## src/source/lc3b_macros.svh

```systemverilog
`ifndef LC3B_MACROS_SVH
`define LC3B_MACROS_SVH

// byte address width of the memory port
`define LC3B_ADDR_W 16

// first fetch address after reset
`define LC3B_RESET_PC 16'h0000

// repeated fetches at one address that count as a halt
`define LC3B_HALT_DEPTH 4

`endif

```

## src/source/lc3b_isa_pkg.sv

```systemverilog
package lc3b_isa_pkg;

    typedef logic [15:0] lc3b_word;
    typedef logic [2:0]  lc3b_reg;
    typedef logic [2:0]  lc3b_nzp;   // n, z, p condition codes

    // 1011 and 1101 are unused
    typedef enum logic [3:0] {
        op_br   = 4'b0000,
        op_add  = 4'b0001,
        op_ldb  = 4'b0010,
        op_stb  = 4'b0011,
        op_jsr  = 4'b0100,
        op_and  = 4'b0101,
        op_ldr  = 4'b0110,
        op_str  = 4'b0111,
        op_rti  = 4'b1000,
        op_not  = 4'b1001,
        op_shf  = 4'b1010,
        op_jmp  = 4'b1100,
        op_lea  = 4'b1110,
        op_trap = 4'b1111
    } lc3b_opcode;

    typedef enum logic [2:0] {
        lc3b_alu_op_pass,
        lc3b_alu_op_add,
        lc3b_alu_op_and,
        lc3b_alu_op_not,
        lc3b_alu_op_sll,
        lc3b_alu_op_srl,
        lc3b_alu_op_sra
    } lc3b_alu_op;

endpackage

```

## src/source/lc3b_ctrl_pkg.sv

```systemverilog
package lc3b_ctrl_pkg;

    typedef enum logic [1:0] {
        lc3b_pc_mux_sel_pc_plus2,
        lc3b_pc_mux_sel_pcn,
        lc3b_pc_mux_sel_alu
    } lc3b_pc_mux_sel;

    typedef enum logic [1:0] {
        lc3b_general_alu_mux_sel_sr2,
        lc3b_general_alu_mux_sel_imm5,
        lc3b_general_alu_mux_sel_imm4,
        lc3b_general_alu_mux_sel_offset6_w
    } lc3b_general_alu_mux_sel;

    typedef enum logic [1:0] {
        lc3b_cc_gen_mux_sel_alu,
        lc3b_cc_gen_mux_sel_pcn,
        lc3b_cc_gen_mux_sel_mdr
    } lc3b_cc_gen_mux_sel;

    typedef enum logic [1:0] {
        lc3b_regfile_data_mux_sel_alu,
        lc3b_regfile_data_mux_sel_pcn,
        lc3b_regfile_data_mux_sel_mdr
    } lc3b_regfile_data_mux_sel;

    typedef struct packed {
        logic                        conditional_branch;
        lc3b_pc_mux_sel              pc_mux_sel;
        lc3b_general_alu_mux_sel     general_alu_mux_sel;
        lc3b_isa_pkg::lc3b_alu_op    general_alu_op;
        logic                        cc_load;
        lc3b_cc_gen_mux_sel          cc_gen_mux_sel;
        logic                        data_memory_read;
        logic                        data_memory_write_enable;
        lc3b_regfile_data_mux_sel    regfile_data_mux_sel;
        logic                        regfile_load;
    } lc3b_control_word;

    typedef enum logic [1:0] {
        exec_idle,
        exec_execute,
        exec_mem_wait
    } exec_state_t;

    typedef enum logic [1:0] {
        arb_idle,
        arb_setup,
        arb_access
    } arb_state_t;

endpackage

```

## src/source/control_rom.sv

```systemverilog
`timescale 1ns/1ps

module control_rom (
    input  lc3b_isa_pkg::lc3b_word          ir_in,
    output lc3b_ctrl_pkg::lc3b_control_word control_out
);

    lc3b_isa_pkg::lc3b_opcode opcode;

    assign opcode = lc3b_isa_pkg::lc3b_opcode'(ir_in[15:12]);

    always_comb begin
        control_out = '0;  // pc+2, nothing loaded

        case (opcode)
            lc3b_isa_pkg::op_add, lc3b_isa_pkg::op_and: begin
                if (ir_in[5] == 1'b0)
                    control_out.general_alu_mux_sel = lc3b_ctrl_pkg::lc3b_general_alu_mux_sel_sr2;
                else
                    control_out.general_alu_mux_sel = lc3b_ctrl_pkg::lc3b_general_alu_mux_sel_imm5;
                if (opcode == lc3b_isa_pkg::op_add)
                    control_out.general_alu_op = lc3b_isa_pkg::lc3b_alu_op_add;
                else
                    control_out.general_alu_op = lc3b_isa_pkg::lc3b_alu_op_and;
                control_out.cc_load = 1'b1;
                control_out.regfile_load = 1'b1;
            end

            lc3b_isa_pkg::op_not: begin
                control_out.general_alu_op = lc3b_isa_pkg::lc3b_alu_op_not;
                control_out.cc_load = 1'b1;
                control_out.regfile_load = 1'b1;
            end

            lc3b_isa_pkg::op_shf: begin
                control_out.general_alu_mux_sel = lc3b_ctrl_pkg::lc3b_general_alu_mux_sel_imm4;
                if (ir_in[4] == 1'b0)
                    control_out.general_alu_op = lc3b_isa_pkg::lc3b_alu_op_sll;
                else if (ir_in[5] == 1'b0)
                    control_out.general_alu_op = lc3b_isa_pkg::lc3b_alu_op_srl;
                else
                    control_out.general_alu_op = lc3b_isa_pkg::lc3b_alu_op_sra;
                control_out.cc_load = 1'b1;
                control_out.regfile_load = 1'b1;
            end

            lc3b_isa_pkg::op_lea: begin
                control_out.cc_load = 1'b1;
                control_out.cc_gen_mux_sel = lc3b_ctrl_pkg::lc3b_cc_gen_mux_sel_pcn;
                control_out.regfile_data_mux_sel = lc3b_ctrl_pkg::lc3b_regfile_data_mux_sel_pcn;
                control_out.regfile_load = 1'b1;
            end

            lc3b_isa_pkg::op_ldr: begin
                control_out.general_alu_mux_sel =
                    lc3b_ctrl_pkg::lc3b_general_alu_mux_sel_offset6_w;
                control_out.general_alu_op = lc3b_isa_pkg::lc3b_alu_op_add;
                control_out.data_memory_read = 1'b1;
                control_out.cc_load = 1'b1;
                control_out.cc_gen_mux_sel = lc3b_ctrl_pkg::lc3b_cc_gen_mux_sel_mdr;
                control_out.regfile_data_mux_sel = lc3b_ctrl_pkg::lc3b_regfile_data_mux_sel_mdr;
                control_out.regfile_load = 1'b1;
            end

            lc3b_isa_pkg::op_str: begin
                control_out.general_alu_mux_sel =
                    lc3b_ctrl_pkg::lc3b_general_alu_mux_sel_offset6_w;
                control_out.general_alu_op = lc3b_isa_pkg::lc3b_alu_op_add;
                control_out.data_memory_write_enable = 1'b1;  // write
            end

            lc3b_isa_pkg::op_br: begin
                control_out.conditional_branch = 1'b1;  // taken only if nzp matches
                control_out.pc_mux_sel = lc3b_ctrl_pkg::lc3b_pc_mux_sel_pcn;
            end

            lc3b_isa_pkg::op_jmp: begin
                control_out.pc_mux_sel = lc3b_ctrl_pkg::lc3b_pc_mux_sel_alu;
                control_out.general_alu_op = lc3b_isa_pkg::lc3b_alu_op_pass;  // baser
            end

            default: begin
                control_out = '0;  // ldb, stb, jsr, trap, rti and unused codes
            end
        endcase
    end

endmodule : control_rom

```

## src/source/fetch_unit.sv

```systemverilog
`timescale 1ns/1ps
`include "lc3b_macros.svh"

module fetch_unit (
    input  logic                    clk,
    input  logic                    arst_n,
    output logic                    fetch_req,
    output logic [`LC3B_ADDR_W-1:0] fetch_addr,
    input  logic                    fetch_done,
    input  lc3b_isa_pkg::lc3b_word  rdata,
    output logic                    instr_valid,
    output lc3b_isa_pkg::lc3b_word  instr,
    output logic [`LC3B_ADDR_W-1:0] instr_pc,
    input  logic                    instr_taken,
    input  logic                    redirect,
    input  logic [`LC3B_ADDR_W-1:0] redirect_pc
);

    logic [`LC3B_ADDR_W-1:0] pc;       // next address to request
    logic                    discard;  // in-flight fetch went stale

    always_ff @(posedge clk or negedge arst_n) begin
        if (!arst_n) begin
            fetch_req   <= 1'b1;  // first fetch leaves right after reset
            fetch_addr  <= `LC3B_RESET_PC;
            pc          <= `LC3B_RESET_PC + `LC3B_ADDR_W'(2);
            discard     <= 1'b0;
            instr_valid <= 1'b0;
        end else begin
            if (instr_taken || redirect)
                instr_valid <= 1'b0;
            if (redirect)
                pc <= redirect_pc;

            if (fetch_done) begin
                fetch_req <= 1'b0;
                discard   <= 1'b0;
                if (!discard && !redirect)
                    instr_valid <= 1'b1;
            end else if (fetch_req && redirect) begin
                discard <= 1'b1;  // drop the data when it arrives
            end else if (!fetch_req && (!instr_valid || instr_taken) && !redirect) begin
                fetch_req  <= 1'b1;
                fetch_addr <= pc;
                pc         <= pc + `LC3B_ADDR_W'(2);
            end
        end
    end

    // one-entry buffer, tagged with its pc
    always_ff @(posedge clk) begin
        if (fetch_done && !discard) begin
            instr    <= rdata;
            instr_pc <= fetch_addr;
        end
    end

    a_fetch_addr_hold: assert property (
        @(posedge clk) disable iff (!arst_n)
        fetch_req && !fetch_done |=> $stable(fetch_addr)
    ) else $error("fetch_addr moved during a pending fetch");

endmodule : fetch_unit

```

## src/source/exec_unit.sv

```systemverilog
`timescale 1ns/1ps
`include "lc3b_macros.svh"

module exec_unit (
    input  logic                    clk,
    input  logic                    arst_n,
    input  logic                    instr_valid,
    input  lc3b_isa_pkg::lc3b_word  instr,
    input  logic [`LC3B_ADDR_W-1:0] instr_pc,
    output logic                    instr_taken,
    output logic                    redirect,
    output logic [`LC3B_ADDR_W-1:0] redirect_pc,
    output logic                    data_req,
    output logic                    data_write,
    output logic [`LC3B_ADDR_W-1:0] data_addr,
    output lc3b_isa_pkg::lc3b_word  data_wdata,
    input  logic                    data_done,
    input  lc3b_isa_pkg::lc3b_word  rdata
);

    lc3b_ctrl_pkg::exec_state_t      state;
    lc3b_ctrl_pkg::lc3b_control_word cw;
    lc3b_isa_pkg::lc3b_word          ir;
    logic [`LC3B_ADDR_W-1:0]         ir_pc;
    lc3b_isa_pkg::lc3b_word          regs [8];
    lc3b_isa_pkg::lc3b_nzp           cc;
    lc3b_isa_pkg::lc3b_reg           dest;
    lc3b_isa_pkg::lc3b_word          sr1;
    lc3b_isa_pkg::lc3b_word          alu_b;
    lc3b_isa_pkg::lc3b_word          alu_out;
    lc3b_isa_pkg::lc3b_word          pc_plus2;
    lc3b_isa_pkg::lc3b_word          pcn;
    lc3b_isa_pkg::lc3b_word          wb_data;
    lc3b_isa_pkg::lc3b_word          cc_data;
    logic                            mem_op;
    logic                            br_en;
    logic                            wb_en;

    control_rom rom (
        .ir_in       (ir),
        .control_out (cw)
    );

    assign dest     = ir[11:9];
    assign sr1      = regs[ir[8:6]];
    assign pc_plus2 = ir_pc + `LC3B_ADDR_W'(2);
    assign pcn      = pc_plus2 + {{6{ir[8]}}, ir[8:0], 1'b0};  // offset9 in words

    always_comb begin
        case (cw.general_alu_mux_sel)
            lc3b_ctrl_pkg::lc3b_general_alu_mux_sel_imm5: alu_b = {{11{ir[4]}}, ir[4:0]};
            lc3b_ctrl_pkg::lc3b_general_alu_mux_sel_imm4: alu_b = {12'b0, ir[3:0]};
            lc3b_ctrl_pkg::lc3b_general_alu_mux_sel_offset6_w: alu_b = {{9{ir[5]}}, ir[5:0], 1'b0};
            default: alu_b = regs[ir[2:0]];
        endcase
    end

    always_comb begin
        case (cw.general_alu_op)
            lc3b_isa_pkg::lc3b_alu_op_add: alu_out = sr1 + alu_b;
            lc3b_isa_pkg::lc3b_alu_op_and: alu_out = sr1 & alu_b;
            lc3b_isa_pkg::lc3b_alu_op_not: alu_out = ~sr1;
            lc3b_isa_pkg::lc3b_alu_op_sll: alu_out = sr1 << alu_b[3:0];
            lc3b_isa_pkg::lc3b_alu_op_srl: alu_out = sr1 >> alu_b[3:0];
            lc3b_isa_pkg::lc3b_alu_op_sra: alu_out = $signed(sr1) >>> alu_b[3:0];
            default: alu_out = sr1;  // pass
        endcase
    end

    always_comb begin
        case (cw.regfile_data_mux_sel)
            lc3b_ctrl_pkg::lc3b_regfile_data_mux_sel_pcn: wb_data = pcn;
            lc3b_ctrl_pkg::lc3b_regfile_data_mux_sel_mdr: wb_data = rdata;
            default: wb_data = alu_out;
        endcase
        case (cw.cc_gen_mux_sel)
            lc3b_ctrl_pkg::lc3b_cc_gen_mux_sel_pcn: cc_data = pcn;
            lc3b_ctrl_pkg::lc3b_cc_gen_mux_sel_mdr: cc_data = rdata;
            default: cc_data = alu_out;
        endcase
    end

    assign mem_op = cw.data_memory_read || cw.data_memory_write_enable;
    assign br_en  = !cw.conditional_branch || (|(ir[11:9] & cc));

    // alu ops write in execute, loads when the data returns
    assign wb_en = (state == lc3b_ctrl_pkg::exec_execute && !mem_op)
                || (state == lc3b_ctrl_pkg::exec_mem_wait && data_done);

    assign instr_taken = (state == lc3b_ctrl_pkg::exec_idle) && instr_valid;
    assign redirect    = (state == lc3b_ctrl_pkg::exec_execute) && br_en
                      && (cw.pc_mux_sel != lc3b_ctrl_pkg::lc3b_pc_mux_sel_pc_plus2);
    assign redirect_pc = (cw.pc_mux_sel == lc3b_ctrl_pkg::lc3b_pc_mux_sel_alu) ? alu_out : pcn;

    always_ff @(posedge clk or negedge arst_n) begin
        if (!arst_n) begin
            state      <= lc3b_ctrl_pkg::exec_idle;
            data_req   <= 1'b0;
            data_write <= 1'b0;
            cc         <= 3'b010;  // come up as zero
        end else begin
            case (state)
                lc3b_ctrl_pkg::exec_idle: begin
                    if (instr_valid)
                        state <= lc3b_ctrl_pkg::exec_execute;
                end
                lc3b_ctrl_pkg::exec_execute: begin
                    if (mem_op) begin
                        state      <= lc3b_ctrl_pkg::exec_mem_wait;
                        data_req   <= 1'b1;
                        data_write <= cw.data_memory_write_enable;
                    end else begin
                        state <= lc3b_ctrl_pkg::exec_idle;
                    end
                end
                default: begin
                    if (data_done) begin
                        state    <= lc3b_ctrl_pkg::exec_idle;
                        data_req <= 1'b0;
                    end
                end
            endcase
            if (wb_en && cw.cc_load)
                cc <= {cc_data[15], cc_data == 16'h0, !cc_data[15] && cc_data != 16'h0};
        end
    end

    always_ff @(posedge clk) begin
        if (instr_taken) begin
            ir    <= instr;
            ir_pc <= instr_pc;
        end
        if (state == lc3b_ctrl_pkg::exec_execute && mem_op) begin
            data_addr  <= {alu_out[15:1], 1'b0};  // word aligned
            data_wdata <= regs[dest];
        end
        if (wb_en && cw.regfile_load)
            regs[dest] <= wb_data;
    end

    a_no_req_in_idle: assert property (
        @(posedge clk) disable iff (!arst_n)
        state == lc3b_ctrl_pkg::exec_idle |-> !data_req
    ) else $error("data request left pending in idle");

endmodule : exec_unit

```

## src/source/mem_arbiter.sv

```systemverilog
`timescale 1ns/1ps
`include "lc3b_macros.svh"

module mem_arbiter (
    input  logic                    clk,
    input  logic                    arst_n,
    input  logic                    fetch_req,
    input  logic [`LC3B_ADDR_W-1:0] fetch_addr,
    output logic                    fetch_done,
    input  logic                    data_req,
    input  logic                    data_write,
    input  logic [`LC3B_ADDR_W-1:0] data_addr,
    input  lc3b_isa_pkg::lc3b_word  data_wdata,
    output logic                    data_done,
    output lc3b_isa_pkg::lc3b_word  rdata,
    output logic                    psel,
    output logic                    penable,
    output logic                    pwrite,
    output logic [`LC3B_ADDR_W-1:0] paddr,
    output lc3b_isa_pkg::lc3b_word  pwdata,
    input  lc3b_isa_pkg::lc3b_word  prdata,
    input  logic                    pready
);

    lc3b_ctrl_pkg::arb_state_t state;
    logic                      grant_data;  // current transfer is the execute unit's
    logic                      xfer_end;

    assign psel       = (state != lc3b_ctrl_pkg::arb_idle);
    assign penable    = (state == lc3b_ctrl_pkg::arb_access);
    assign xfer_end   = penable && pready;
    assign fetch_done = xfer_end && !grant_data;
    assign data_done  = xfer_end && grant_data;
    assign rdata      = prdata;  // valid with the done pulse

    always_ff @(posedge clk or negedge arst_n) begin
        if (!arst_n) begin
            state      <= lc3b_ctrl_pkg::arb_idle;
            grant_data <= 1'b0;
            pwrite     <= 1'b0;
        end else begin
            case (state)
                lc3b_ctrl_pkg::arb_idle: begin
                    if (data_req) begin  // data beats fetch
                        state      <= lc3b_ctrl_pkg::arb_setup;
                        grant_data <= 1'b1;
                        pwrite     <= data_write;
                    end else if (fetch_req) begin
                        state      <= lc3b_ctrl_pkg::arb_setup;
                        grant_data <= 1'b0;
                        pwrite     <= 1'b0;
                    end
                end
                lc3b_ctrl_pkg::arb_setup: state <= lc3b_ctrl_pkg::arb_access;
                default: begin
                    if (pready) begin
                        state  <= lc3b_ctrl_pkg::arb_idle;
                        pwrite <= 1'b0;
                    end
                end
            endcase
        end
    end

    always_ff @(posedge clk) begin
        if (state == lc3b_ctrl_pkg::arb_idle) begin
            paddr <= data_req ? data_addr : fetch_addr;
            if (data_req)
                pwdata <= data_wdata;
        end
    end

    a_penable_in_psel: assert property (
        @(posedge clk) disable iff (!arst_n)
        penable |-> psel && $past(psel)
    ) else $error("penable without a setup phase");

endmodule : mem_arbiter

```

## src/source/lc3b_core.sv

```systemverilog
`timescale 1ns/1ps
`include "lc3b_macros.svh"

module lc3b_core (
    input  logic                    clk,
    input  logic                    arst_n,
    output logic                    psel,
    output logic                    penable,
    output logic                    pwrite,
    output logic [`LC3B_ADDR_W-1:0] paddr,
    output lc3b_isa_pkg::lc3b_word  pwdata,
    input  lc3b_isa_pkg::lc3b_word  prdata,
    input  logic                    pready
);

    logic                    fetch_req;
    logic [`LC3B_ADDR_W-1:0] fetch_addr;
    logic                    fetch_done;
    logic                    data_req;
    logic                    data_write;
    logic [`LC3B_ADDR_W-1:0] data_addr;
    lc3b_isa_pkg::lc3b_word  data_wdata;
    logic                    data_done;
    lc3b_isa_pkg::lc3b_word  rdata;     // shared read return
    logic                    instr_valid;
    lc3b_isa_pkg::lc3b_word  instr;
    logic [`LC3B_ADDR_W-1:0] instr_pc;
    logic                    instr_taken;
    logic                    redirect;
    logic [`LC3B_ADDR_W-1:0] redirect_pc;

    fetch_unit fetch (
        .clk         (clk),
        .arst_n      (arst_n),
        .fetch_req   (fetch_req),
        .fetch_addr  (fetch_addr),
        .fetch_done  (fetch_done),
        .rdata       (rdata),
        .instr_valid (instr_valid),
        .instr       (instr),
        .instr_pc    (instr_pc),
        .instr_taken (instr_taken),
        .redirect    (redirect),
        .redirect_pc (redirect_pc)
    );

    exec_unit exec (
        .clk         (clk),
        .arst_n      (arst_n),
        .instr_valid (instr_valid),
        .instr       (instr),
        .instr_pc    (instr_pc),
        .instr_taken (instr_taken),
        .redirect    (redirect),
        .redirect_pc (redirect_pc),
        .data_req    (data_req),
        .data_write  (data_write),
        .data_addr   (data_addr),
        .data_wdata  (data_wdata),
        .data_done   (data_done),
        .rdata       (rdata)
    );

    mem_arbiter arbiter (
        .clk        (clk),
        .arst_n     (arst_n),
        .fetch_req  (fetch_req),
        .fetch_addr (fetch_addr),
        .fetch_done (fetch_done),
        .data_req   (data_req),
        .data_write (data_write),
        .data_addr  (data_addr),
        .data_wdata (data_wdata),
        .data_done  (data_done),
        .rdata      (rdata),
        .psel       (psel),
        .penable    (penable),
        .pwrite     (pwrite),
        .paddr      (paddr),
        .pwdata     (pwdata),
        .prdata     (prdata),
        .pready     (pready)
    );

endmodule : lc3b_core

```

## config.mk

```make
export PLATFORM = sky130hd
export DESIGN_NAME = lc3b_core
export DESIGN_NICKNAME = d
export VERILOG_FILES = /design/src/source/lc3b_isa_pkg.sv /design/src/source/lc3b_ctrl_pkg.sv /design/src/source/control_rom.sv /design/src/source/fetch_unit.sv /design/src/source/exec_unit.sv /design/src/source/mem_arbiter.sv /design/src/source/lc3b_core.sv
export VERILOG_INCLUDE_DIRS = /design/src /design/src/source
export SDC_FILE = /design/constraint.sdc
export NUM_CORES = 1
export LEC_CHECK = 0
export BUFFER_PORTS_ARGS = -buffer_cell sky130_fd_sc_hd__buf_4
export CAP_MARGIN = 10
export CORE_ASPECT_RATIO = 1.4
export CORE_UTILIZATION = 47
export CTS_BUF_LIST = sky130_fd_sc_hd__clkbuf_4 sky130_fd_sc_hd__clkbuf_8
export DETAILED_ROUTE_END_ITERATION = 10
export SKIP_CTS_REPAIR_TIMING = 1
export SYNTH_ARGS = -nofsm -noshare
export SYNTH_HDL_FRONTEND = slang
export SYNTH_SLANG_ARGS = --single-unit
```

## constraint.sdc

```tcl
create_clock -name clk -period 7.7 [get_ports clk]
set_input_delay 0.385 -clock clk [delete_from_list [all_inputs] [get_ports clk]]
set_output_delay 0.385 -clock clk [all_outputs]
set_load 0.02 [all_outputs]
```

# --- Word level (Yosys, flattened, before mapping) ---
# Memory sizes are Yosys's and may differ from the RTL's. A register that Yosys moved wholly into a read port is not among the register bits.
# Cells that the tools add are included.
classes:
  add_sub_neg: 4
  eq_ne: 28
  shifts: 3
  mux: 49
  bitwise_logic: 7
  reduce_logical: 56
op_table:
  columns: ["op", "count"]
  rows:
  - ["16-bit two-way mux", 6]
  - ["16-bit one-hot mux with 6 select lines", 1]
  - ["16-bit one-hot mux with 3 select lines", 1]
  - ["16-bit adder", 2]
  - ["16-bit by 2-bit adder with 16-bit output (second input constant)", 2]
  - ["16-bit one-hot mux with 2 select lines", 1]
  - ["1-bit two-way mux", 21]
  - ["16-bit AND", 1]
  - ["4-bit equality test (second input constant)", 4]
  - ["1-bit logical AND", 16]
  - ["16-bit zero test", 1]
  - ["2-bit two-way mux", 8]
  - ["16-bit NOT", 1]
  - ["2-bit one-hot mux with 2 select lines", 4]
  - ["16-bit nonzero test", 1]
  - ["16-bit by 4-bit left shift with 16-bit output", 1]
  - ["16-bit by 4-bit right shift with 16-bit output", 1]
  - ["16-bit by 4-bit >>> shifter with 16-bit output", 1]
  - ["2-bit nonzero test", 7]
  - ["2-bit equality test (second input constant)", 6]
  - ["4-bit by 3-bit equality test with 1-bit output (second input constant)", 3]
  - ["3-bit one-hot mux with 4 select lines", 1]
  - ["2-bit AND reduction", 6]
  - ["3-bit equality test (second input constant)", 3]
  - ["21 further kinds", 48]
totals:
  reg_bits: 157
  ram_bits: 128
  inputBits: 19
  out_inout_bits: 35
  wordCells: 168
  mem_count: 1
memory_table:
  columns: ["memory", "depth", "word_bits", "rd", "rd_ports_with_merged_regs", "wr", "line_no", "rtl"]
  rows:
  - ["exec.regs", 8, 16, 3, 3, 1, "exec_unit.sv:25", "lc3b_isa_pkg::lc3b_word regs [8];"]

# --- Logic depth before layout (Yosys ltp) ---
logic_depth:
  ltp_word: 12
  mapped_depth: 22
  ltp_nobuf: 18

# --- Modules after synthesis ---
# A second synthesis with hierarchy kept.
unflattened:
  hier_cells: 1567
  hier_area_um2: 18221.2
by_module_without_submodules:
  columns: ["mod", "n_inst", "cells_each", "area_per_inst_um2", "seq_area_each_um2"]
  rows:
  - ["exec_unit", 1, 1278, 13967.1, 6032.0]
  - ["fetch_unit", 1, 174, 2580.0, 1839.3]
  - ["mem_arbiter", 1, 85, 1478.9, 1061.0]
  - ["control_rom", 1, 30, 195.2, 0.0]

# --- Worst setup path before layout ---
# Ideal clock, no wire load.
synth_timing:
  kind: "reg-to-reg"
  from: "register with a tool-made name"
  to: "register exec.cc[0]"
  setup_time_ns: 0.104
  arrival_time_ns: 4.434
  required_ns: 7.596
  path_slack_ns: 3.163
  stages_incl_launch_ff: 23
  path_buffers: 5
  period_less_slack_ns: 4.537
  cell_sequence: "dfxtp_1 buf_4 buf_12 mux2i_1 mux4_2 a221oi_2 buf_4 buf_6 buf_6 ha_1 inv_1 fa_1 nor2b_1 o31ai_1 a31o_2 a211oi_1 nor3_1 o31ai_1 a31oi_1 o21a_1 o21bai_1 and4bb_1 a221oi_1"
synth_rtl:
  columns: ["item", "line_no", "rtl"]
  rows:
  - ["to (signal assigned)", "exec_unit.sv:124", "cc <= {cc_data[15], cc_data == 16'h0, !cc_data[15] && cc_data != 16'h0};"]
  - ["to (decl)", "exec_unit.sv:26", "lc3b_isa_pkg::lc3b_nzp cc;"]

# --- Worst setup path after layout ---
layout_timing:
  from: "register exec.ir[12]"
  to: "register exec.cc[0]"
layout_via:
  elab_chain_len: 10
  elab_cells_between_ends: 44
  classes_between: "1 x add/sub; 18 x eq/ne; 3 x shift; 10 x mux; 1 x bitwise; 11 x reduce/logical"
layout_rtl:
  columns: ["item", "line_no", "rtl"]
  rows:
  - ["from (decl)", "exec_unit.sv:23", "lc3b_isa_pkg::lc3b_word ir;"]
  - ["from (signal assigned)", "exec_unit.sv:130", "ir <= instr;"]
  - ["4-bit by 3-bit equality test with 1-bit output or 4-bit by 1-bit equality test with 1-bit output (tied branches)", "control_rom.sv:15, control_rom.sv:21", null]
  - ["2-bit OR reduction, on equally long branches", null, null]
  - ["2-bit one-hot mux with 3 select lines", "control_rom.sv:15", "case (opcode)"]
  - ["2-bit equality test or 2-bit by 1-bit equality test with 1-bit output (tied branches)", "exec_unit.sv:50", "case (cw.general_alu_mux_sel)"]
  - ["16-bit one-hot mux with 3 select lines", "exec_unit.sv:50", null]
  - ["16-bit adder (tied with other cells)", "exec_unit.sv:60", "lc3b_isa_pkg::lc3b_alu_op_add: alu_out = sr1 + alu_b;"]
  - ["16-bit one-hot mux with 6 select lines", "exec_unit.sv:59", "case (cw.general_alu_op)"]
  - ["16-bit one-hot mux with 2 select lines (*)", "exec_unit.sv:76", "case (cw.cc_gen_mux_sel)"]
  - ["net exec.cc_data[12]", "exec_unit.sv:34", "lc3b_isa_pkg::lc3b_word cc_data;"]
  - ["16-bit nonzero test (*)", "exec_unit.sv:124", null]
  - ["1-bit logical AND (*)", "exec_unit.sv:124", null]
# The timed path passes the listed nets; every way through them passes the cells marked *.
# A chain may end at the register's enable or synchronous reset.

==> reports/results.ini <==
[placement]
hpwlAfterDp_um=42900
portBuffers=53
gp_congestion=1.03
placedCellCount=1900

[worst_setup_path]
cp_max_fo=21
crit_type=reg -> reg
cp_common_cell=a21oi_1
crit_path_end_kind=flip-flop
worstPathRequired_ns=8.12
cp_slowest_stage_delay_ns=0.89
critPathLaunchType=flip-flop
cp.arrival_ns=7.44
worstPathCellList=nand4bb_1 -> nand3_1 -> mux2_2 -> inv_1 -> ha_1 -> nor2b_1 -> o31ai_1 -> a31o_2 -> a21oi_1 -> xnor2_1 -> o221ai_1 -> a21oi_1 -> o22ai_1 -> a2111oi_0 -> and4bb_1 -> a221oi_1
slowest_stage=a2111oi_0

[sta]
holdWs_ns=0.0241
rsz0062_at_grt=no
setup-tns-final_ns=0
fin_worst_skew_ns=0.0367
tightest_slew_ns=1.24
slew_headroom_pct=17.3
setup_violations=0
fmax_ghz=0.142
post-route-min-period_ns=7.02
final-hold-violation-count=0
slew_violations=0
min_period_over_period_pct=91.1

[die]
die_area_um2=38000
core_area_um2=36700
initial_core_util_pct=47.7
die_w_um=165
io_pins=54
rows=83
die_height_um=230

[synth]
synth_area_um2=17500
ys_dominant_reg_cell=edfxtp_1
yosysWarnings=0
seq_area_frac_synth_pct=51.1
async_reset_ff_share_pct=15.0
synthDistinctLibCells=90
ys_seq_elements=307
synth_edf_count=255
synth_nets=1494
syn_inst=1426
syn_avg_cell_area_um2=12.2

[global_route]
use_met2_pct=53.8
antenna_found_initial=1
met1_usage_pct=38.6
grt_pass1_vias=13002
gr-usage-all-layers_pct=31.9
grt_pass1_wl_um=86300
grt.overflow.total=0
grt_max_degree=47
use_met3_pct=4.78
busiest_layer=met2

[clock_network]
cts.htree.levels=2
ctsRootBufferMaster=clkbuf_8
cts_sinks=307
clk_latency_ns=0.60
cts_made_buffers=46
cts_tree=built
path_clk_slew_ns=0.06
cts_max_path_buffers=3

[layout]
fillers=3144
num-nets-final=1559
final_common_cell=edfxtp_1
syn2layout_area_growth_pct=11.1
multi_input_area_um2=8030
final_cell_mix=255 x edfxtp_1, 93 x buf_4, 88 x nand2_1, 86 x a21oi_1, 84 x nor2_1
antennaDiodeCount=0
layout-drive-gt1-share_pct=20.5
seq_area_um2=8940
finalNonFillerCells=1994

[power_and_ir_drop]
peakVddDrop_uv=196
p_per_area_nw_per_um2=431
p_leak_nw=7.13

[route]
num_vias=13263
routed_wl_um=59600
drc=0
dr.first_iter.drc_count=1461
viasPerCell=6.65
dr.pass1.iters=7
final_antenna_net_count=0
wl_per_cell_um=29.9

[run]
drv_cap=0

[hold_path]
hold_class=in -> reg

[status]
status=completed

## flip-flops by register name (all words and copies together), names as in the netlist, named ones only
name	count
exec.cc	3
exec.data_addr	15
exec.state	2
fetch.instr_valid	1
arbiter.state	2
fetch.discard	1
exec.regs	128
arbiter.pwdata	16
fetch.fetch_req	1
exec.ir_pc	16
fetch.instr_pc	16
fetch.fetch_addr	16
arbiter.paddr	16
fetch.pc	16
arbiter.grant_data	1
arbiter.pwrite	1
fetch.instr	16
exec.ir	16
exec.data_wdata	16
exec.data_req	1
exec.data_write	1
## worst max-delay path, delay by kind of cell (launching register included)
family | cells | cell delay [ns]
compound gates | 8 | 2.81
simple gates | 4 | 1.16
flops | 1 | 0.83
buf+inv | 1 | 0.64
mux | 1 | 0.53
xor+xnor | 1 | 0.44
fa+ha+maj | 1 | 0.41
## layer usage
layer	part of all wire [%]	vias up
li1	-	5761
met1	37	6655
met2	50	670
met3	6.9	177
met4	5.9	0
met5	0	-
## through the flow
step                area [um2]  util, %  power (W)  setup WS, ns
global route             19400     52.9    0.00874         0.681
finish                   19400     52.9    0.00836         0.682
detailed placement       18400     50.3    0.00698         0.927
floorplan                17500        -    0.00549          3.16
CTS                      19300     52.7    0.00827         0.866
global placement         18400     50.3    0.00697         0.936
## power breakdown
group,leakage [nW],internal [W],switching [W],total [W]
registers,2.94,0.00236,0.000277,0.00263
clock network,0.459,0.000642,0.000641,0.00128
logic,3.73,0.00163,0.00281,0.00444
## Yosys cell counts, types with 23 or more instances
cell type,count,area (um2)
nand2_1,88,330
clkbuf_1,54,203
dfrtp_1,43,1080
a22oi_1,76,571
o21ai_0,55,275
nor2_1,88,330
inv_1,43,161
a21oi_1,86,430
ha_1,47,588
mux2_2,50,563
edfxtp_1,255,7660
mux4_2,57,1280
mux2i_1,82,821
nand4_1,23,144
## path summary, 6_finish.rpt
| kind | startpoint | to | slack (ns) | cells past startpoint |
|---|---|---|---|---|
| worst max-delay path | exec.ir[12] | exec.cc[0] | 0.68 | 16 |
| worst min-delay path | prdata[5] | fetch.instr[5] | 0.02 | 1 |
| worst max register to register | exec.ir[12] | exec.cc[0] | 0.68 | 16 |
| worst min register to register | fetch.instr_pc[4] | exec.ir_pc[4] | 0.40 | 0 |
| max in group asynchronous | arst_n | exec.cc[0] | 6.88 | 2 |
| min in group asynchronous | arst_n | fetch.fetch_addr[11] | 0.37 | 2 |
## kinds of logic (layout without fill, tap and decap cells)
kind of cell | after synthesis | in the layout | share of synthesized area (%)
simple gates | 317 | 317 | 8.87
buf+inv | 133 | 234 | 3.40
mux | 192 | 192 | 15.6
fa+ha+maj | 49 | 49 | 3.60
compound gates | 394 | 394 | 15.7
flops | 307 | 307 | 51.1
xor+xnor | 34 | 34 | 1.70
## cell type report
| class | instances | share of cell area (%) |
|---|---|---|
| Clock inverter | 23 | 0.619 |
| Tap cell | 467 | 3.01 |
| Inverter | 47 | 0.922 |
| Sequential cell | 307 | 46.1 |
| Multi-Input combinational cell | 986 | 41.4 |
| Timing Repair Buffer | 103 | 4.10 |
| Clock buffer | 61 | 3.88 |
(Power assumes the default switching activity.)
